===== src/source/task_unit_pkg.sv =====
package task_unit_pkg;

   // One queued task as it moves between the ports and the FIFOs
   typedef struct packed {
      logic [3:0]  ttype;
      logic [31:0] locale;
      logic [31:0] ts;
      logic        producer;
      logic [31:0] args;
   } task_t;

   localparam int TASK_WIDTH = $bits(task_t);

   // Producer tasks of this type go to the splitter
   localparam logic [3:0] TASK_TYPE_SPLITTER = 4'hf;

   // Default queue depth is 64 entries
   localparam int LOG_TQ_SIZE = 6;
   localparam int SPILL_CNT_WIDTH = 8;

   // Occupancy needs one bit more than the pointers
   typedef logic [LOG_TQ_SIZE:0] tq_count_t;
   typedef logic [SPILL_CNT_WIDTH-1:0] spill_cnt_t;

endpackage


===== src/source/task_unit_cfg_pkg.sv =====
package task_unit_cfg_pkg;

   typedef struct packed {
      logic        valid;
      logic [7:0]  addr;
      logic [15:0] data;
   } cfg_write_t;

   localparam logic [7:0] CFG_SPILL_THRESHOLD             = 8'h10;
   localparam logic [7:0] CFG_SPILL_SIZE                  = 8'h14;
   localparam logic [7:0] CFG_PRODUCER_PRIORITY_THRESHOLD = 8'h18;

   localparam task_unit_pkg::tq_count_t  DEFAULT_SPILL_THRESHOLD             = 48;
   localparam task_unit_pkg::spill_cnt_t DEFAULT_SPILL_SIZE                  = 16;
   localparam task_unit_pkg::tq_count_t  DEFAULT_PRODUCER_PRIORITY_THRESHOLD = 40;

   // Thresholds currently in force
   typedef struct packed {
      task_unit_pkg::tq_count_t  spill_threshold;
      task_unit_pkg::spill_cnt_t spill_size;
      task_unit_pkg::tq_count_t  producer_priority_threshold;
   } task_unit_cfg_t;

endpackage


===== src/source/deq_arbiter.sv =====
`timescale 1ns/1ps

module deq_arbiter #(
   parameter int LOG_DEPTH = 6
) (
   input  task_unit_cfg_pkg::task_unit_cfg_t cfg,
   input  logic                            spilling,
   input  logic                            spill_producer,
   input  logic                            overflow_ready,
   input  task_unit_pkg::task_t            normal_head,
   input  logic                            normal_empty,
   input  logic [LOG_DEPTH:0]              normal_count,
   input  task_unit_pkg::task_t            producer_head,
   input  logic                            producer_empty,
   input  logic                            task_deq_ready,
   input  logic                            splitter_deq_ready,
   output logic                            task_deq_valid,
   output task_unit_pkg::task_t            task_deq_data,
   output logic                            splitter_deq_valid,
   output task_unit_pkg::task_t            splitter_deq_task,
   output task_unit_pkg::task_t            overflow_data,
   output logic                            normal_rd_en,
   output logic                            producer_rd_en
);

   logic deq_producer;
   logic producer_is_splitter;

   // Producers win while the normal queue runs low
   assign deq_producer = (task_unit_pkg::tq_count_t'(normal_count) <
                          cfg.producer_priority_threshold) & !producer_empty;
   assign producer_is_splitter = (producer_head.ttype == task_unit_pkg::TASK_TYPE_SPLITTER);

   assign task_deq_data     = deq_producer ? producer_head : normal_head;
   assign splitter_deq_task = producer_head;
   assign overflow_data     = spill_producer ? producer_head : normal_head;

   always_comb begin
      task_deq_valid     = 1'b0;
      splitter_deq_valid = 1'b0;
      normal_rd_en       = 1'b0;
      producer_rd_en     = 1'b0;
      if (!spilling) begin
         if (deq_producer) begin
            if (producer_is_splitter) begin
               splitter_deq_valid = 1'b1;
               producer_rd_en     = splitter_deq_ready;
            end else begin
               task_deq_valid = 1'b1;
               producer_rd_en = task_deq_ready;
            end
         end else if (!normal_empty) begin
            task_deq_valid = 1'b1;
            normal_rd_en   = task_deq_ready;
         end
      end else if (overflow_ready) begin
         // One read per overflow transfer
         producer_rd_en = spill_producer;
         normal_rd_en   = !spill_producer;
      end
   end

endmodule


===== config.mk =====
export PLATFORM = sky130hd
export DESIGN_NAME = deq_arbiter
export DESIGN_NICKNAME = d
export VERILOG_FILES = /design/src/source/task_unit_pkg.sv /design/src/source/task_unit_cfg_pkg.sv /design/src/source/deq_arbiter.sv
export SDC_FILE = /design/constraint.sdc
export NUM_CORES = 1
export LEC_CHECK = 0
export ABC_AREA = 1
export CAP_MARGIN = 30
export CORE_AREA = 2 2 214 216
export DETAILED_ROUTE_END_ITERATION = 8
export DIE_AREA = 0 0 216 218
export DONT_BUFFER_PORTS = 1
export MAX_ROUTING_LAYER = met4
export SYNTH_ARGS = -nofsm -noshare
export SYNTH_HDL_FRONTEND = slang
export SYNTH_SLANG_ARGS = --single-unit

===== constraint.sdc =====
create_clock -name vclk -period 2.05
set_clock_uncertainty 0.15 [all_clocks]
set_input_delay 0.3075 -clock vclk [all_inputs]
set_output_delay 0.3075 -clock vclk [all_outputs]
set_load 0.005 [all_outputs]

; ---- Word-level counts from Yosys, hierarchy flattened
; Cells that the tools add are included.
[totals]
ff_bits = 0
out_inout_bits = 307
[classes]
n_reduce_logical = 2
n_eq_ne = 1
muxes = 17
n_lt_le_gt_ge = 1
bitwise_logic = 1
[ops]
columns = operator, n
row1 = $mux 101, 2
row2 = $mux 1, 15
row3 = $lt 7x7->1, 1
row4 = $eq 4x4->1 const B, 1
row5 = $logic_not 1->1, 2
row6 = $and 1x1->1, 1

; ---- Logic depth before layout (Yosys ltp)
[depth]
ltp_word = 4
mapped_depth = 12

; ---- Least setup slack after synthesis
; Ideal clock, no wire load.
[synth_path]
path_type = input port to output port
startpoint = input cfg[6] in the netlist's numbering
endpoint = output task_deq_data[11] in the netlist's numbering
cell_stages = 9
setup_slack_ns = 0.139
arrival_ns = 1.454
path_buffers = 2
required_time_ns = 1.592
path_cell_list = inv_1 ha_1 nand2_1 inv_1 a21oi_4 nand2_2 buf_6 buf_6 o21ai_2
[synth_lines]
columns = item, line_no
row1 = from (decl), deq_arbiter.sv:6  ; input task_unit_cfg_pkg::task_unit_cfg_t cfg,
row2 = to (decl), deq_arbiter.sv:18  ; output task_unit_pkg::task_t task_deq_data,

==> parameters.txt <==
Parameter                              Value

Outcome
  Status    complete, but fails checks
  Violated checks    setup timing

Synthesis
  Post-Synthesis Cells    701
  Cell types occupying the most area after synthesis    sky130_fd_sc_hd__buf_4 20%, sky130_fd_sc_hd__o21ai_2 19%, sky130_fd_sc_hd__a21oi_1 13%
  Net count after synthesis    945
  Top cell type's share of synthesized area    19.80%
  Synthesis Warnings    0
  Post-synthesis sequential area ratio    0%
  Mean post-synth cell area    5.464 um^2
  Cell Area, Synth    3830 um^2
  Cell taking the most area after synthesis    sky130_fd_sc_hd__buf_4
  Post-synthesis cell type count    17

Timing
  Worst-case headroom to the max-slew limit    73.92%
  Final worst setup slack    -0.04358 ns
  Number of setup violations in the final report    6
  Total count of hold-check failures in the final report    0
  Count of pins over their slew limit    0
  Final worst-path cycle share    102.1%
  Slew at the pin closest to its max-slew limit    0.3924 ns
  Maximum achievable frequency    477.7 MHz
  Setup_tns    -0.1244 ns
  Final critical path time including I/O delays and setup    2.094 ns
  RSZ-0062 raised after global routing    true

Route
  DRC errors left    0
  Average routed wire per standard cell    14.95 um
  Top routing layer in use    met4
  Via Count    4077
  DR pass1 iterations    5
  WL met1    6489 um
  1st-iter DRT viols    144
  Routed wl met3    1783 um
  Met2 wire len    8909 um
  Vias per cell    3.395
  Remaining number of nets flagged by the antenna check after routing    0
  Wire length reported by the detailed router    17950 um

Global route
  Antenna violations before repair    3
  Total global-route track usage    6.664%
  Congestion Overflow GR    0
  Largest net degree at the start of global routing    203
  Number of global-route vias before repair    3440
  Global-route wire length before repair    22560 um

Finish
  Most common cell after layout, fill and taps aside    sky130_fd_sc_hd__inv_1
  Layout overhead on the synthesized area    15.52%
  Count of sequential standard cells    0
  Final standard cell count with taps included and fillers excluded    1201
  Post-layout nets    844
  Clock buf count    0
  Top library cells by usage in the layout, fill and taps aside    107 x sky130_fd_sc_hd__inv_1, 103 x sky130_fd_sc_hd__nor2_1, 100 x sky130_fd_sc_hd__a21oi_1
  Sequential standard cell area    0 um^2
  Layout cell share with drive strength beyond 1    29.26%

Pwr
  Seq pwr share    0%
  Part of the power in the clock network    0%
  Switch Pwr    678.7 uW
  Net switching fraction of the power    59.25%
  Internal power component    466.7 uW
  Logic gate share of total power    100.0%
  Pleak    1.940 nW
  Cell area power density    258.9 nW/um^2
  Maximum ir drop on the vdd rail    0.08734 mV

Floorplan
  Number of standard-cell rows in the floorplan    78
  Die Wd    216 um
  Number of top-level design ports    545
  Starting density of the core    8.531%
  Die boundary height    218 um
  Die area    47090 um^2
  Total core area    44890 um^2

Placed design
  Dpl hpwl    14420 um
  Routability cong.    0.9855
  Number of placed cells counting well taps    1185
  I/O Buffers    0

Hold path
  Min-Delay Endpoint    splitter_deq_task[73]
  Hold-critical path depth    0
  Worst hold path class    input port to primary output
  Min-delay src    producer_head[73]

Critical path
  Sort of element at the end of the critical path    primary output
  Highest fanout seen on the critical path    19
  Startpoint class of the critical path    input port
  WP data arrival    1.64 ns
  Critical path buffer and inverter count    4
  Crit-path cells    ha_4 -> nand2_4 -> inv_4 -> a21oi_4 -> buf_6 -> nand2_8 -> buf_12 -> buf_16 -> o21ai_4
  Crit Path Class    input port to primary output
  Stage delay of the slowest cell on the critical path    0.24 ns
  CP delay by family, top    buffers and inverters
  Critical-path cell with the highest stage delay    sky130_fd_sc_hd__ha_4
  Required time worst endpoint    1.59 ns

Run
  Max-cap violation count    0
how the worst max path moves through the flow:
stage	cells past startpoint	slack, ns	start	end
after floorplan	9	0.14	cfg[6]	task_deq_data[11]
after global placement	10	-0.12	cfg[6]	task_deq_data[67]
after detailed placement	10	-0.14	cfg[6]	task_deq_data[67]
after CTS	13	-0.05	cfg[2]	task_deq_data[6]
after global routing	9	-0.11	normal_count[6]	task_deq_data[38]
final	9	-0.04	normal_count[6]	task_deq_data[38]
cells in the mapped netlist, drive strengths merged:
cell and number:
a21oi 102, ha 6, o21ai 102, inv 113
mux2 2, nor2 104, nor3 1, nand3 5
nand2 121, buf 133, clkbuf 12
routing by layer:
| layer | up-vias | track usage (%) |
|---|---|---|
| met5 | - | - |
| li1 | 1888 | - |
| met1 | 1795 | 7.019 |
| met2 | 355 | 12.03 |
| met3 | 39 | 1.562 |
| met4 | 0 | 2.626 |
metrics by stage:
| step | util (%) | total power [mW] | cell area, um^2 | worst slack, ns | hold WS [ns] |
|---|---|---|---|---|---|
| 5_1_grt | 9.855 | 1.247 | 4424 | -0.1059 | 0.4650 |
| 3_5_place_dp | 8.378 | 0.9091 | 3761 | -0.1420 | 0.4650 |
| 6_report | 9.855 | 1.145 | 4424 | -0.04358 | 0.4650 |
| 2_1_floorplan | - | 0.9340 | 3830 | 0.1388 | 0.4961 |
| 4_1_cts | 9.576 | 1.121 | 4299 | -0.05021 | 0.4650 |
| 3_3_place_gp | 8.378 | 0.9024 | 3761 | -0.1218 | 0.4650 |
timing repair:
item,CTS,global route
pin swaps,21,6
buffers inserted,10,1
cloned,5,0
endpoints found under the setup margin,97,77
resized for setup,75,33
hold buffers,0,0
area by class of cell:
type	instances	area [um^2]
fillers	5251	40470
diodes	3	7.507
repair buffers	41	510.5
well taps	600	750.7
inverters	113	449.2
multi-input cells	444	2706
cells by family (layout without fill, tap and decap cells):
logic type      Yosys count  in the layout  share of synthesized area [%]
fa+ha+maj                 6              6                          1.960
simple gates            231            232                          22.97
buf+inv                 258            154                          39.50
other cells               0              3                              0
mux                       2              2                         0.5880
compound gates          204            204                          34.99
power groups by stage:
stage / registers [mW] / logic (mW) / clock network (mW)
after floorplan: 0 / 0.934 / 0
after global placement: 0 / 0.902 / 0
after detailed placement: 0 / 0.909 / 0
after CTS: 0 / 1.12 / 0
after global routing: 0 / 1.25 / 0.000000197
final: 0 / 1.15 / 0.000000197
(Power assumes the default switching activity.)
