`src/source/task_unit_pkg.sv`:
```
package task_unit_pkg;

   // One queued task as it moves between the ports and the FIFOs
   typedef struct packed {
      logic [3:0]  ttype;
      logic [31:0] locale;
      logic [31:0] ts;
      logic        producer;
      logic [31:0] args;
   } task_t;

   localparam int TASK_WIDTH = $bits(task_t);

   // Producer tasks of this type go to the splitter
   localparam logic [3:0] TASK_TYPE_SPLITTER = 4'hf;

   // Default queue depth is 64 entries
   localparam int LOG_TQ_SIZE = 6;
   localparam int SPILL_CNT_WIDTH = 8;

   // Occupancy needs one bit more than the pointers
   typedef logic [LOG_TQ_SIZE:0] tq_count_t;
   typedef logic [SPILL_CNT_WIDTH-1:0] spill_cnt_t;

endpackage

```
`src/source/task_unit_cfg_pkg.sv`:
```
package task_unit_cfg_pkg;

   typedef struct packed {
      logic        valid;
      logic [7:0]  addr;
      logic [15:0] data;
   } cfg_write_t;

   localparam logic [7:0] CFG_SPILL_THRESHOLD             = 8'h10;
   localparam logic [7:0] CFG_SPILL_SIZE                  = 8'h14;
   localparam logic [7:0] CFG_PRODUCER_PRIORITY_THRESHOLD = 8'h18;

   localparam task_unit_pkg::tq_count_t  DEFAULT_SPILL_THRESHOLD             = 48;
   localparam task_unit_pkg::spill_cnt_t DEFAULT_SPILL_SIZE                  = 16;
   localparam task_unit_pkg::tq_count_t  DEFAULT_PRODUCER_PRIORITY_THRESHOLD = 40;

   // Thresholds currently in force
   typedef struct packed {
      task_unit_pkg::tq_count_t  spill_threshold;
      task_unit_pkg::spill_cnt_t spill_size;
      task_unit_pkg::tq_count_t  producer_priority_threshold;
   } task_unit_cfg_t;

endpackage

```
`src/source/admit_spill_ctrl.sv`:
```
`timescale 1ns/1ps

module admit_spill_ctrl #(
   parameter int LOG_DEPTH = 6
) (
   input  logic                            clk,
   input  logic                            rstn,
   input  task_unit_cfg_pkg::task_unit_cfg_t cfg,
   input  logic                            task_enq_valid,
   input  task_unit_pkg::task_t            task_enq_data,
   input  logic                            coal_child_valid,
   input  task_unit_pkg::task_t            coal_child_data,
   input  logic                            normal_full,
   input  logic [LOG_DEPTH:0]              normal_count,
   input  logic [LOG_DEPTH:0]              producer_count,
   input  logic                            overflow_ready,
   output logic                            task_enq_ready,
   output logic                            coal_child_ready,
   output logic                            normal_wr_en,
   output logic                            producer_wr_en,
   output task_unit_pkg::task_t            wr_data,
   output logic                            almost_full,
   output logic                            spilling,
   output logic                            spill_producer,
   output logic                            overflow_valid
);

   task_unit_pkg::tq_count_t  normal_cnt;
   task_unit_pkg::tq_count_t  producer_cnt;
   task_unit_pkg::spill_cnt_t spills_remaining;
   logic                      accept;

   assign normal_cnt   = task_unit_pkg::tq_count_t'(normal_count);
   assign producer_cnt = task_unit_pkg::tq_count_t'(producer_count);

   // Coalescer children take priority over new tasks
   assign coal_child_ready = coal_child_valid & !normal_full;
   assign task_enq_ready   = task_enq_valid & !coal_child_ready & !almost_full;
   assign wr_data          = coal_child_ready ? coal_child_data : task_enq_data;
   assign accept           = coal_child_ready | task_enq_ready;
   assign normal_wr_en     = accept & !wr_data.producer;
   assign producer_wr_en   = accept & wr_data.producer;

   assign almost_full = (normal_cnt > cfg.spill_threshold) |
                        (producer_cnt > cfg.spill_threshold);

   assign spilling       = (spills_remaining != '0);
   assign overflow_valid = spilling;

   always_ff @(posedge clk) begin
      if (!rstn) begin
         spills_remaining <= '0;
         spill_producer   <= 1'b0;
      end else if (!spilling && almost_full) begin
         spills_remaining <= cfg.spill_size;
         spill_producer   <= (producer_cnt > cfg.spill_threshold);
      end else if (overflow_valid && overflow_ready) begin
         spills_remaining <= spills_remaining - 1'b1;
      end
   end

   assert property (@(posedge clk) disable iff (!rstn)
      coal_child_valid && coal_child_ready |-> !coal_child_data.producer);

   // Source FIFO must not run dry mid-burst
   assert property (@(posedge clk) disable iff (!rstn)
      spilling |-> (spill_producer ? producer_count != '0 : normal_count != '0));

endmodule

```
`config.mk`:
```
export PLATFORM = sky130hd
export DESIGN_NAME = admit_spill_ctrl
export DESIGN_NICKNAME = d
export VERILOG_FILES = /design/src/source/task_unit_pkg.sv /design/src/source/task_unit_cfg_pkg.sv /design/src/source/admit_spill_ctrl.sv
export SDC_FILE = /design/constraint.sdc
export NUM_CORES = 1
export LEC_CHECK = 0
export CAP_MARGIN = 5
export CORE_AREA = 2 2 136 138
export CTS_CLUSTER_DIAMETER = 120
export DETAILED_ROUTE_END_ITERATION = 10
export DIE_AREA = 0 0 138 140
export DONT_BUFFER_PORTS = 1
export GPL_TIMING_DRIVEN = 1
export PLACE_DENSITY = 0.3
export SETUP_SLACK_MARGIN = 0.2
export SLEW_MARGIN = 30
export SYNTH_ARGS = -nofsm -noshare
export SYNTH_HDL_FRONTEND = slang
export SYNTH_SLANG_ARGS = --single-unit
export TNS_END_PERCENT = 5
```
`constraint.sdc`:
```
create_clock -name clk -period 2.7 [get_ports clk]
set_input_delay 0.135 -clock clk [delete_from_list [all_inputs] [get_ports clk]]
set_output_delay 0.135 -clock clk [all_outputs]
set_load 0.005 [all_outputs]
```
# --- After elaboration in Yosys (flattened, before gate mapping) ---
# Index checks and enable logic that the tools add are counted.
totals:
  ff_bits: 9
  input_bits: 244
  out_inout_bits: 109
  elab_cells: 24
classes:
  addsub: 1
  order_cmp: 2
  n_mux: 3
  bitwise_logic: 7
  reduce_logical: 9
op_table:
  columns: ["cell", "n"]
  rows:
  - ["2-to-1 mux 101 bit", 1]
  - ["2-to-1 mux 8 bit", 2]
  - ["greater-than comparator 7 bit", 2]
  - ["nonzero test 8 bit", 1]
  - ["subtractor 8 x 1 -> 8 bit, second input constant", 1]
  - ["bitwise AND 1 bit", 5]
  - ["zero test 1 bit", 5]
  - ["logical AND 1 bit", 2]
  - ["bitwise OR 1 bit", 2]
  - ["nonzero test 2 bit", 1]

# --- Depth between registers and ports, before layout ---
logic_depth:
  ltp_word: 7
  mapped_depth: 10

# --- Least setup slack after synthesis ---
# No wires, ideal clock.
synth_path:
  path_type: "reg2reg"
  start: "reg spills_remaining[0]"
  end: "reg spills_remaining[6]"
  setup_time_ns: 0.116
  t_arrival_ns: 2.057
  required_time_ns: 2.584
  path_slack_ns: 0.527
  path_stages_with_launch: 10
  n_path_buf: 2
  period_less_slack_ns: 2.173
  path_cell_list: "dfxtp_1 > inv_1 > ha_1 > or4b_4 > or2_1 > buf_6 > and2_4 > buf_6 > or3_1 > and3_1"
synth_between:
  elab_chain_len: 4
  elab_cells_between_ends: 8
  classes_between: "add/sub: 1; mux: 2; reduce/logical: 5"
synth_rtl:
  columns: ["element", "line_no", "text"]
  rows:
  - ["start, declared", "admit_spill_ctrl.sv:30", "task_unit_pkg::spill_cnt_t spills_remaining;"]
  - ["start signal, assigned", "admit_spill_ctrl.sv:55", "spills_remaining <= cfg.spill_size;"]
  - ["start signal, assigned", "admit_spill_ctrl.sv:58", "spills_remaining <= spills_remaining - 1'b1;"]
  - ["nonzero test 8 bit *", "admit_spill_ctrl.sv:47", "assign spilling = (spills_remaining != '0);"]
  - ["via overflow_valid", "admit_spill_ctrl.sv:25", "output logic overflow_valid"]
  - ["zero test 1 bit", "admit_spill_ctrl.sv:54", "end else if (!spilling && almost_full) begin"]
  - ["logical AND 1 bit", "admit_spill_ctrl.sv:54", null]
  - ["2-to-1 mux 8 bit or nonzero test 2 bit (tied branches)", null, null]
# Mark *: on every way through the listed nets, which the timed path passes. The rest lies on a longest branch. The select of a mux whose other input is x is not followed.
# A chain may end at the register's enable or synchronous reset.

# --- Worst setup path in the final report ---
# Ends and elaborated chain as after synthesis.

==> metrics.txt <==
Final ANT Viol Nets 0; Post-Syn Instances 229; area leader, netlist mux2_2; Placement Setup Slack 0.4411 ns; setup_tns 0 ns; Required @ worst endpoint 2.83 ns; Clock Sinks 9; row cnt 49; Routed WL 11,020 µm; routed len/inst 24.27 µm; PortBufs 0; Starting Density 11.64%; grt ovf 0; drc violations 0; smallest hold slack 0.02129 ns; RSZ-0062 raised after global routing no; Clock Skews 0.002193 ns; nets 482; Final Util 13.61%; Tcrit/Tclk final 83.64%; #FFs+latches synth 9; global-route total usage across every layer 10.01%; Post-CTS Resized 0; clock buffer count from CTS 3; max_slew headroom 74.83%; mapped cell area 2069 µm²; Die Y 140 µm; global-route wire length before repair 13,880 µm; root buffer selected by CTS clkbuf_16; Die Area 19,320 µm²; min Tclk post-route 2.258 ns; Leakage 0.8479 nW; core area 17,780 µm²; Yosys top cell area share 54.96%; H-tree levels 1; Tightest Hold Check Type input pin to flop; via density per instance 4.099; clock-pin slew on the worst setup and hold paths 0.04 ns; Hold Fails Final Rpt 0; routability cong. 0.8023; run status complete, no violations; top post-synthesis cells by area mux2_2 55%, ha_1 9.1%, dfxtp_1 8.7%; max-capacitance violation count 0; Tightest Pin Transition 0.3742 ns; fill cell count 1,992; IO Pins 353; P&R area growth vs syn 16.93%; yosys warns 0; R2R depth 7; CP Max Fanout 9; number of global-route vias before repair 1,918; Synthesized Nets 488; Reg-to-Reg End spills_remaining[6]; clk buf depth 2; Total Power 0.001258 W; Hold EP spill_producer; sequential share of the synthesized area 8.706%; # hold bufs at CTS 0; initial antenna violation count 3; postcts setup bufs 0; crit end category flop; detailed-route via count 1,861; Synth cell types 37; Achievable Freq 0.4428 GHz; CP arrival 2.39 ns; worst hold start rstn; worst flop-to-flop path startpoint spills_remaining[0]; max-slew violations 0; Power Density 519.9 nW/µm²; syn_area_per_cell 9.037 µm²; maximum vdd drop 0.0004037 V; Worst R2R Setup Slack 0.44 ns; hold path depth 1; Final Worst Setup Slack 0.4418 ns; layout cells sized above 1 50.90%; CTS tree built; critical path type flop to flop; initial drt markers 54; critical path startpoint category flop; die width 138 µm; largest net degree at the start of global routing 75; drt pass-1 iters 4; final setup fails 0; Clk Latency, worst-skew pair 0.23 ns; DP HPWL 10,080 µm
## worst max-delay path by stage
stage	start	slack (ns)	cells after the start	end
floorplan	spills_remaining[0]	0.53	9	spills_remaining[6]
global placement	spills_remaining[0]	0.47	7	spills_remaining[6]
detailed placement	spills_remaining[0]	0.44	7	spills_remaining[6]
CTS	spills_remaining[0]	0.43	7	spills_remaining[6]
global route	spills_remaining[0]	0.33	7	spills_remaining[6]
finish	spills_remaining[0]	0.44	7	spills_remaining[6]
## power by group
group / leakage, nW / internal, W / switching (W)
clock network: 0.0382 / 0.000198 / 0.0000662
registers: 0.0742 / 0.000190 / 0.0000578
logic: 0.735 / 0.000343 / 0.000404
## synthesized netlist by cell type (all sizes together)
| master | n |
|---|---|
| clkbuf | 8 |
| or3 | 3 |
| or2 | 2 |
| mux2 | 101 |
| nand4 | 2 |
| a21boi | 5 |
| xor2 | 2 |
| o21ai | 6 |
| o41ai | 1 |
| a22oi | 1 |
| nand2 | 10 |
| nor4 | 1 |
| o22ai | 2 |
| xnor2 | 1 |
| inv | 12 |
| nor2 | 8 |
| nor3b | 2 |
| o211ai | 1 |
| buf | 8 |
| a211oi | 1 |
| nand3 | 4 |
| and3 | 2 |
| and2 | 2 |
| a31oi | 1 |
| dfxtp | 9 |
| a211o | 1 |
| nand3b | 2 |
| ha | 15 |
| nor2b | 2 |
| or4b | 1 |
| a21oi | 13 |
## layer usage
metal	track usage (%)	wire (µm)
met5	0	0
met4	3.222	203
met3	6.325	1522
met2	14.17	4913
met1	12.38	4378
## sequential cells by signal, summed over array words and instances, names as in the netlist
register          cells
spill_producer        1
spills_remaining      8
## layout by cell type (no fill, tap or decap), types with 2 or more instances in the layout
master     synthesis  routed
o21ai_0            6       6
a21boi_0           3       3
xor2_1             2       2
nand4_1            2       2
nand3b_1           2       2
nor2_1             8       8
a21boi_1           2       2
clkbuf_16          0       3
nand3_1            4       4
and3_1             2       2
dfxtp_1            9       9
or3_1              3       3
o22ai_1            2       2
mux2_2           101     101
diode_2            0       3
ha_1              15      15
buf_4              1       4
inv_1             12      12
nand2_1           10      10
nor3b_1            2       2
a21oi_1           13      13
## layout make-up
| type | count | area, µm² | area share, % |
|---|---|---|---|
| Sequential cell | 9 | 180.2 | 7.446 |
| Antenna cell | 3 | 7.507 | 0.3102 |
| Timing Repair Buffer | 5 | 50.05 | 2.068 |
| Inverter | 12 | 45.04 | 1.861 |
| Clock buffer | 4 | 78.83 | 3.257 |
| Multi-Input combinational cell | 192 | 1772 | 73.22 |
| Tap cell | 229 | 286.5 | 11.84 |
## logic make-up after synthesis
kind of cell	count (synthesis)	synth area share [%]
mux	101	54.96
simple gates	41	10.70
compound gates	32	9.251
buf+inv	28	6.045
fa+ha+maj	15	9.069
flops	9	8.706
xor+xnor	3	1.270
## stage by stage
step / area, µm² / std cells
global placement: 2333 / 447
finish: 2420 / 454
detailed placement: 2333 / 447
floorplan: 2069 / 229
global route: 2417 / 453
CTS: 2412 / 451
## critical path, cell delays in order (launching register included)
cell     delay [ns]
dfxtp_1        0.30
inv_1          0.08
ha_1           0.19
or4b_4         0.48
or2_1          0.38
and2_4         0.25
or3_1          0.30
and3_1         0.16
(Power assumes the default switching activity.)
