===== config.mk =====
export PLATFORM = sky130hd
export DESIGN_NAME = task_unit_regs
export DESIGN_NICKNAME = d
export VERILOG_FILES = /design/src/source/task_unit_pkg.sv /design/src/source/task_unit_cfg_pkg.sv /design/src/source/task_unit_regs.sv
export SDC_FILE = /design/constraint.sdc
export NUM_CORES = 1
export LEC_CHECK = 0
export ABC_AREA = 1
export BUFFER_PORTS_ARGS = -buffer_cell sky130_fd_sc_hd__buf_2
export CORE_MARGIN = 2
export CORE_UTILIZATION = 40
export CTS_CLUSTER_SIZE = 8
export DETAILED_ROUTE_END_ITERATION = 12
export GPL_ROUTABILITY_DRIVEN = 0
export PLACE_DENSITY = 0.77
export SLEW_MARGIN = 5
export SYNTH_ARGS = -nofsm -noshare
export SYNTH_HDL_FRONTEND = slang
export SYNTH_SLANG_ARGS = --single-unit

===== constraint.sdc =====
create_clock -name clk -period 1.46 [get_ports clk]
set_input_delay 0.146 -clock clk [delete_from_list [all_inputs] [get_ports clk]]
set_output_delay 0.146 -clock clk [all_outputs]
set_load 0.03 [all_outputs]

===== src/source/task_unit_pkg.sv =====
package task_unit_pkg;

   // One queued task as it moves between the ports and the FIFOs
   typedef struct packed {
      logic [3:0]  ttype;
      logic [31:0] locale;
      logic [31:0] ts;
      logic        producer;
      logic [31:0] args;
   } task_t;

   localparam int TASK_WIDTH = $bits(task_t);

   // Producer tasks of this type go to the splitter
   localparam logic [3:0] TASK_TYPE_SPLITTER = 4'hf;

   // Default queue depth is 64 entries
   localparam int LOG_TQ_SIZE = 6;
   localparam int SPILL_CNT_WIDTH = 8;

   // Occupancy needs one bit more than the pointers
   typedef logic [LOG_TQ_SIZE:0] tq_count_t;
   typedef logic [SPILL_CNT_WIDTH-1:0] spill_cnt_t;

endpackage


===== src/source/task_unit_cfg_pkg.sv =====
package task_unit_cfg_pkg;

   typedef struct packed {
      logic        valid;
      logic [7:0]  addr;
      logic [15:0] data;
   } cfg_write_t;

   localparam logic [7:0] CFG_SPILL_THRESHOLD             = 8'h10;
   localparam logic [7:0] CFG_SPILL_SIZE                  = 8'h14;
   localparam logic [7:0] CFG_PRODUCER_PRIORITY_THRESHOLD = 8'h18;

   localparam task_unit_pkg::tq_count_t  DEFAULT_SPILL_THRESHOLD             = 48;
   localparam task_unit_pkg::spill_cnt_t DEFAULT_SPILL_SIZE                  = 16;
   localparam task_unit_pkg::tq_count_t  DEFAULT_PRODUCER_PRIORITY_THRESHOLD = 40;

   // Thresholds currently in force
   typedef struct packed {
      task_unit_pkg::tq_count_t  spill_threshold;
      task_unit_pkg::spill_cnt_t spill_size;
      task_unit_pkg::tq_count_t  producer_priority_threshold;
   } task_unit_cfg_t;

endpackage


===== src/source/task_unit_regs.sv =====
`timescale 1ns/1ps

module task_unit_regs #(
   parameter int LOG_DEPTH = 6
) (
   input  logic                              clk,
   input  logic                              rstn,
   input  task_unit_cfg_pkg::cfg_write_t     cfg_wr,
   output task_unit_cfg_pkg::task_unit_cfg_t cfg
);

   localparam int MAX_COUNT = (1 << LOG_DEPTH) - 1;

   // Above this a threshold could never be reached before the FIFO fills
   function automatic task_unit_pkg::tq_count_t clamp_count(input logic [15:0] value);
      if (value > 16'(MAX_COUNT)) begin
         return task_unit_pkg::tq_count_t'(MAX_COUNT);
      end else begin
         return task_unit_pkg::tq_count_t'(value);
      end
   endfunction

   always_ff @(posedge clk) begin
      if (!rstn) begin
         cfg.spill_threshold             <= task_unit_cfg_pkg::DEFAULT_SPILL_THRESHOLD;
         cfg.spill_size                  <= task_unit_cfg_pkg::DEFAULT_SPILL_SIZE;
         cfg.producer_priority_threshold <= task_unit_cfg_pkg::DEFAULT_PRODUCER_PRIORITY_THRESHOLD;
      end else if (cfg_wr.valid) begin
         case (cfg_wr.addr)
            task_unit_cfg_pkg::CFG_SPILL_THRESHOLD:
               cfg.spill_threshold <= clamp_count(cfg_wr.data);
            task_unit_cfg_pkg::CFG_SPILL_SIZE:
               cfg.spill_size <= cfg_wr.data[task_unit_pkg::SPILL_CNT_WIDTH-1:0];
            task_unit_cfg_pkg::CFG_PRODUCER_PRIORITY_THRESHOLD:
               cfg.producer_priority_threshold <= clamp_count(cfg_wr.data);
            default: begin
            end
         endcase
      end
   end

endmodule


==> Word level (Yosys, flattened, before mapping) <==
Cells that the tools add are included.
{ "totals": {"reg_bits": 22, "input_bits": 27, "out_inout_bits": 22, "wordCells": 11} }
{ "op_classes": {"magnitude_cmp": 1, "eq_ne": 3, "muxes": 1, "reduce_logical": 3} }
{ "op_table": {"columns": ["cell", "count"], "rows": [
  ["== test 8 x 5 -> 1 bit, second input constant", 3],
  ["> comparator 16 x 6 -> 1 bit, second input constant", 1],
  ["two-way mux 7 bit", 1],
  ["AND reduction 2 bit", 3]
]} }

==> Depth between registers and ports, before layout <==
Gate-level depths: netlist of the first run.
{ "logic_depth": {"ltp_word": 2, "depth_mapped": 8, "depth_no_buf": 8} }

==> Least setup slack after synthesis of the first run <==
Ideal clock, no wire load.
{ "synth_path": {"path_kind": "input port to flip-flop", "from": "input port cfg_wr[21] (netlist bit)", "to": "register cfg[18] (netlist bit)", "setup_ns": 0.113, "arrival_ns": 0.760, "t_required_ns": 1.347, "setup_slack_ns": 0.587, "stages": 7, "n_path_buf": 1, "path_cell_list": "inv_1 nand2_1 nor2_8 nand3_2 buf_6 nor2_1 nor2_1"} }
{ "synth_between": {"elab_chain_len": 2} }
{ "synth_rtl": {"columns": ["item", "line", "source"], "rows": [
  ["start, declared", "task_unit_regs.sv:8", "input task_unit_cfg_pkg::cfg_write_t cfg_wr,"],
  ["== test 8 x 5 -> 1 bit", null, null],
  ["AND reduction 2 bit (no source line)", null, null],
  ["end, declared", "task_unit_regs.sv:9", "output task_unit_cfg_pkg::task_unit_cfg_t cfg"]
]} }
Every way passes these cells.
A chain may end at the register's enable or synchronous reset.

==> Worst setup path in the final report of the first run <==
{ "layout_path": {"from": "register cfg[4] (netlist bit)", "to": "output port cfg[4] (netlist bit)"} }
No word-level cell between the ends.

==> results.py, run 1 <==
metrics = {
    "clock_tree": {
        "ctsResizeCount": 0,
        "cts_tree": "yes",
        "clock_latency_ns": 0.32,
        "clk_path_buf_depth": 2,
        "clkSinkCount": 22,
        "path_clk_slew_ns": 0.12,
        "htree_levels": 1,
        "cts_hold_buf": 0,
        "cts_buffers": 3,
        "clockRootBuffer": "clkbuf_4",
        "cts_setup_buffers": 0,
    },
    "route": {
        "drtIter0Drc": 20,
        "wirelength_um": 2480,
        "drt-pass1-iter-count": 4,
        "num_vias": 1152,
        "viasPerCell": 4.448,
        "detail-route-antenna-nets": 0,
        "drc": 0,
        "avgRoutedWirePerCell_um": 9.575,
    },
    "sta": {
        "min_period_ns": 1.042,
        "finalHoldViolCount": 0,
        "slew_viol_final": 0,
        "setup_tns_ns": 0,
        "fmax_mhz": 959.8,
        "fin_skew_ns": 0,
        "tightest_slew_ns": 0.3901,
        "relSlewSlack_pct": 73.99,
        "finalSetupViolations": 0,
        "final.period_utilization_pct": 71.37,
        "rsz0062_at_grt": "false",
    },
    "synth": {
        "synthSimpleGateAreaFrac_pct": 44.23,
        "synthesis.nets": 207,
        "synth_compound_area_share_pct": 0.8715,
        "netlist_area_sq_um": 1149,
        "synth_top_family_by_area": "simple AND/OR/NAND/NOR gates",
        "synth_xor_area_share_pct": 0,
        "synth-adder-area-share_pct": 0,
        "ys_ff_latch": 22,
        "avgSynthCellArea_sq_um": 6.381,
        "netlist_instances": 180,
        "yosys_warnings": 0,
        "ys_seq_area_share_pct": 38.34,
        "muxShareOfSynthArea_pct": 0,
        "ys_types": 19,
    },
    "finish": {
        "top_register": "cfg",
        "largest_reg_flops": 22,
        "utilization_pct": 52.36,
        "nNetsFinal": 256,
        "mostFrequentLayoutCells": "nand2_1 (49), buf_2 (48), inv_1 (40)",
        "reg.largest.list": "cfg x22",
        "syn_to_final_growth_pct": 24.62,
        "final_common_cell": "nand2_1",
        "drive_gt1_share_pct": 26.32,
        "fillerInstances": 297,
        "antennaDiodeCount": 0,
        "instances_no_fill": 259,
    },
    "grt": {
        "grt_max_degree": 22,
        "grt_pass1_vias": 1035,
        "grt_first_pass_wirelength_um": 4250,
        "antenna_found_initial": 0,
        "grt-ovfl-total": 0,
        "track_usage_pct": 16.18,
    },
    "critical_path": {
        "cp_slowest_stage_delay_ns": 0.37,
        "critPathBufInv": 1,
        "path_max_fanout": 2,
        "required_ns": 1.31,
        "r2r_slack_ns": 0.79,
        "critPathTopFamily": "flip-flops",
        "cp-end-kind": "primary output",
        "crit_chain": "buf_2",
        "path_class": "reg -> out",
        "critPathSlowestCell": "dfxtp_1",
        "setup.worst_path.start_class": "flip-flop",
        "arrival_ns": 0.90,
    },
    "place": {
        "dpl.hpwl_um": 1892,
        "placed_cells": 255,
        "io_buffers": 48,
    },
    "die": {
        "initial_utilization_pct": 42.01,
        "die_x_um": 57.59,
        "std_cell_rows": 19,
        "core_sq_um": 2734,
        "io_pins": 49,
        "die-area_sq_um": 3316,
        "die_y_um": 57.59,
    },
    "power_and_ir_drop": {
        "p_leak_uw": 0.0008560,
        "powerDensity_nw_per_um2": 732.3,
        "vdd_drop_max_v": 0.0005384,
    },
    "status": {
        "status": "finished, final reports clean",
    },
    "min_path": {
        "hold_path_class": "in -> reg",
    },
    "flow_run": {
        "maxCapViolCount": 0,
    },
}
-- final cells by class --
cell class	instances	area (sq um)	share of cell area, %
clock buffers	4	36.28	2.535
inverters	42	157.7	11.01
repair buffers	48	240.2	16.78
flip-flops and latches	22	440.4	30.77
well taps	31	38.79	2.710
multi-input cells	112	518.0	36.19
-- power breakdown --
| part | switching [uW] | internal, uW |
|---|---|---|
| clock network | 189 | 153 |
| logic | 62.8 | 41.8 |
| registers | 0.590 | 601 |
| total | 252 | 796 |
-- cells in the mapped netlist (all sizes together) --
cell type   n  share of area (%)
nand2      52                 19
inv        41                 13
nor2       35                 15
dfxtp      22                 38
nand3      19                8.7
clkbuf      3                1.9
a21oi       2               0.87
nor3        2               0.87
and2        1               0.55
buf         1               0.98
clkinv      1               0.33
nand3b      1               0.65
-- metrics by stage --
| stage | hold slack, ns | setup WS [ns] | total power, uW | instance area, sq um |
|---|---|---|---|---|
| finish | 0.1033 | 0.4181 | 1048 | 1431 |
| global route | 0.09626 | 0.3799 | 1096 | 1431 |
| CTS | 0.1076 | 0.4316 | 1048 | 1431 |
| detailed placement | 0.4224 | 0.3177 | 720.0 | 1395 |
| global placement | 0.4202 | 0.3176 | 718.4 | 1395 |
| floorplan | 0.2972 | 0.5872 | 674.2 | 1149 |
-- routing by layer --
metal	vias up	track usage, %	routed length [um]
met4	0	5.980	31
li1	616	-	-
met1	496	20.25	1181
met3	4	4.082	217
met2	36	26.79	1049
met5	-	0	0
-- worst paths after layout --
check                                to      start  cells past startpoint
worst max register to register   cfg[4]     cfg[4]                      4
worst min register to register   cfg[6]     cfg[6]                      2
worst max-delay path             cfg[4]     cfg[4]                      1
worst min-delay path            cfg[11]  cfg_wr[4]                      3
-- cell families after synthesis --
family | count (synthesis)
AND/OR/NAND/NOR | 110
buffers and inverters | 46
flip-flops | 22
AO/OA/AOI/OAI | 2
(Power assumes the default switching activity.)
==> inputs of run 2 (changes only) <==
--- a/config.mk
+++ b/config.mk
@@ -12,7 +12,7 @@
 export CTS_CLUSTER_SIZE = 8
 export DETAILED_ROUTE_END_ITERATION = 12
 export GPL_ROUTABILITY_DRIVEN = 0
-export PLACE_DENSITY = 0.77
+export PLACE_DENSITY = 0.8
 export SLEW_MARGIN = 5
 export SYNTH_ARGS = -nofsm -noshare
 export SYNTH_HDL_FRONTEND = slang
==> constraint.sdc (replaced) <==
create_clock -name clk -period 0.8 [get_ports clk]
set_input_delay 0.08 -clock clk [delete_from_list [all_inputs] [get_ports clk]]
set_output_delay 0.08 -clock clk [all_outputs]
set_load 0.03 [all_outputs]
==> results.py, run 2 (synthesized netlist as in run 1, its figures left out) <==
metrics = {
    "status": {
        "status": "finished with violations",
        "violations": "setup timing",
    },
    "sta": {
        "setup_slack_ns": -0.08593,
        "final.period_utilization_pct": 110.7,
        "fmax_mhz": 1129,
        "rsz0062_at_grt": "true",
        "fin_skew_ns": 0,
        "slew_viol_final": 0,
        "finalSetupViolations": 22,
        "tightest_slew_ns": 0.3009,
        "finalHoldViolCount": 0,
        "min_period_ns": 0.8859,
        "hold_slack_ns": 0.02165,
        "relSlewSlack_pct": 79.93,
    },
    "clock_tree": {
        "clkSinkCount": 22,
        "clk_path_buf_depth": 2,
        "path_clk_slew_ns": 0.13,
        "cts_tree": "yes",
        "cts_buffers": 3,
        "htree_levels": 1,
        "clockRootBuffer": "clkbuf_4",
        "cts_hold_buf": 0,
        "clock_latency_ns": 0.31,
    },
    "finish": {
        "mostFrequentLayoutCells": "nand2_1 (48), inv_1 (40), nor2_1 (31)",
        "instances_no_fill": 267,
        "final_common_cell": "nand2_1",
        "nNetsFinal": 264,
        "fillerInstances": 254,
        "antennaDiodeCount": 0,
        "syn_to_final_growth_pct": 47.17,
        "top_register": "cfg",
        "largest_reg_flops": 22,
        "reg.largest.list": "cfg x22",
        "drive_gt1_share_pct": 38.98,
        "fin_area_sq_um": 1690,
    },
    "die": {
        "std_cell_rows": 19,
        "core_sq_um": 2734,
        "die_x_um": 57.59,
        "initial_utilization_pct": 42.01,
        "io_pins": 49,
        "die_y_um": 57.59,
        "die-area_sq_um": 3316,
    },
    "route": {
        "viasPerCell": 4.356,
        "avgRoutedWirePerCell_um": 9.558,
        "num_vias": 1163,
        "drtIter0Drc": 17,
        "drc": 0,
        "drt-pass1-iter-count": 4,
        "wirelength_um": 2552,
        "detail-route-antenna-nets": 0,
    },
    "grt": {
        "grt_pass1_vias": 1065,
        "met3_usage_pct": 6.803,
        "grt_max_degree": 20,
        "antenna_found_initial": 0,
        "grt-ovfl-total": 0,
        "track_usage_pct": 16.98,
        "grt_busiest_layer": "met2",
        "grt_first_pass_wirelength_um": 4436,
        "use_met2_pct": 29.38,
        "grtUsageMet1_pct": 19.97,
    },
    "critical_path": {
        "path_class": "reg -> out",
        "cp-end-kind": "primary output",
        "r2r-end": "cfg[3]",
        "critPathBufInv": 1,
        "critPathSlowestCell": "dfxtp_2",
        "r2r_slack_ns": 0.05,
        "path_max_fanout": 2,
        "r2r.worst_path.cells": 3,
        "setup.worst_path.start_class": "flip-flop",
        "cp.depth": 1,
        "r2r-start": "cfg[3]",
        "critPathTopFamily": "flip-flops",
        "cp_slowest_stage_delay_ns": 0.37,
        "required_ns": 0.72,
        "crit_chain": "buf_6",
        "arrival_ns": 0.81,
    },
    "place": {
        "dpl.hpwl_um": 1919,
        "placed_cell_area_sq_um": 1450,
        "io_buffers": 48,
        "placed_cells": 260,
    },
    "min_path": {
        "hold_end": "cfg[11]",
        "hold_path_class": "in -> reg",
        "min_path_cells": 3,
        "min_from": "cfg_wr[4]",
    },
    "flow_run": {
        "maxCapViolCount": 0,
    },
    "power_and_ir_drop": {
        "fin_total_pwr_uw": 2171,
        "vdd_drop_max_v": 0.002155,
        "powerDensity_nw_per_um2": 1284,
        "p_leak_uw": 0.0009416,
    },
}
## run 2: metrics by stage
step	setup slack, ns	utilization [%]	setup TNS (ns)
global placement	-0.2078	53.04	-3.516
floorplan	0.0001101	-	0
CTS	-0.09735	61.28	-1.734
detailed placement	-0.2198	53.04	-3.979
global route	-0.1294	61.83	-2.354
finish	-0.08593	61.83	-1.556
## run 2: worst max path at each step
stage,from,end,slack (ns)
floorplan,cfg[0],cfg[0],0.0001
global placement,cfg_wr[9],cfg[18],-0.21
detailed placement,cfg_wr[10],cfg[18],-0.22
CTS,cfg[2],cfg[2],-0.1
global route,cfg[18],cfg[18],-0.13
finish,cfg[17],cfg[17],-0.09
## run 2: metal layers
metal,wire length (um),vias to the layer above
met3,185,2
met2,1202,32
met4,10,0
met1,1153,495
met5,0,-
li1,-,634
## run 2: final cells by class
cell class,instances,area (sq um),share of cell area (%)
clock inverters,1,30.03,1.776
inverters,42,157.7,9.326
clock buffers,3,22.52,1.332
repair buffers,56,450.4,26.65
multi-input cells,112,523.0,30.94
flip-flops and latches,22,467.9,27.68
well taps,31,38.79,2.295
## run 2: timing repair
item | 4_1_cts | 5_1_grt
buffers inserted | 1 | 2
cloned | 0 | 0
endpoints found under the setup margin | 22 | 22
gates resized for setup | 66 | 0
## run 2: worst min-delay path, stage by stage
cell	delay (ns)
buf_2	0.09
nand3_1	0.07
nand3_1	0.08
## run 2: power breakdown
| part | switching, uW | internal (uW) |
|---|---|---|
| combinational | 120 | 102 |
| sequential | 1.65 | 1100 |
| clock | 344 | 507 |
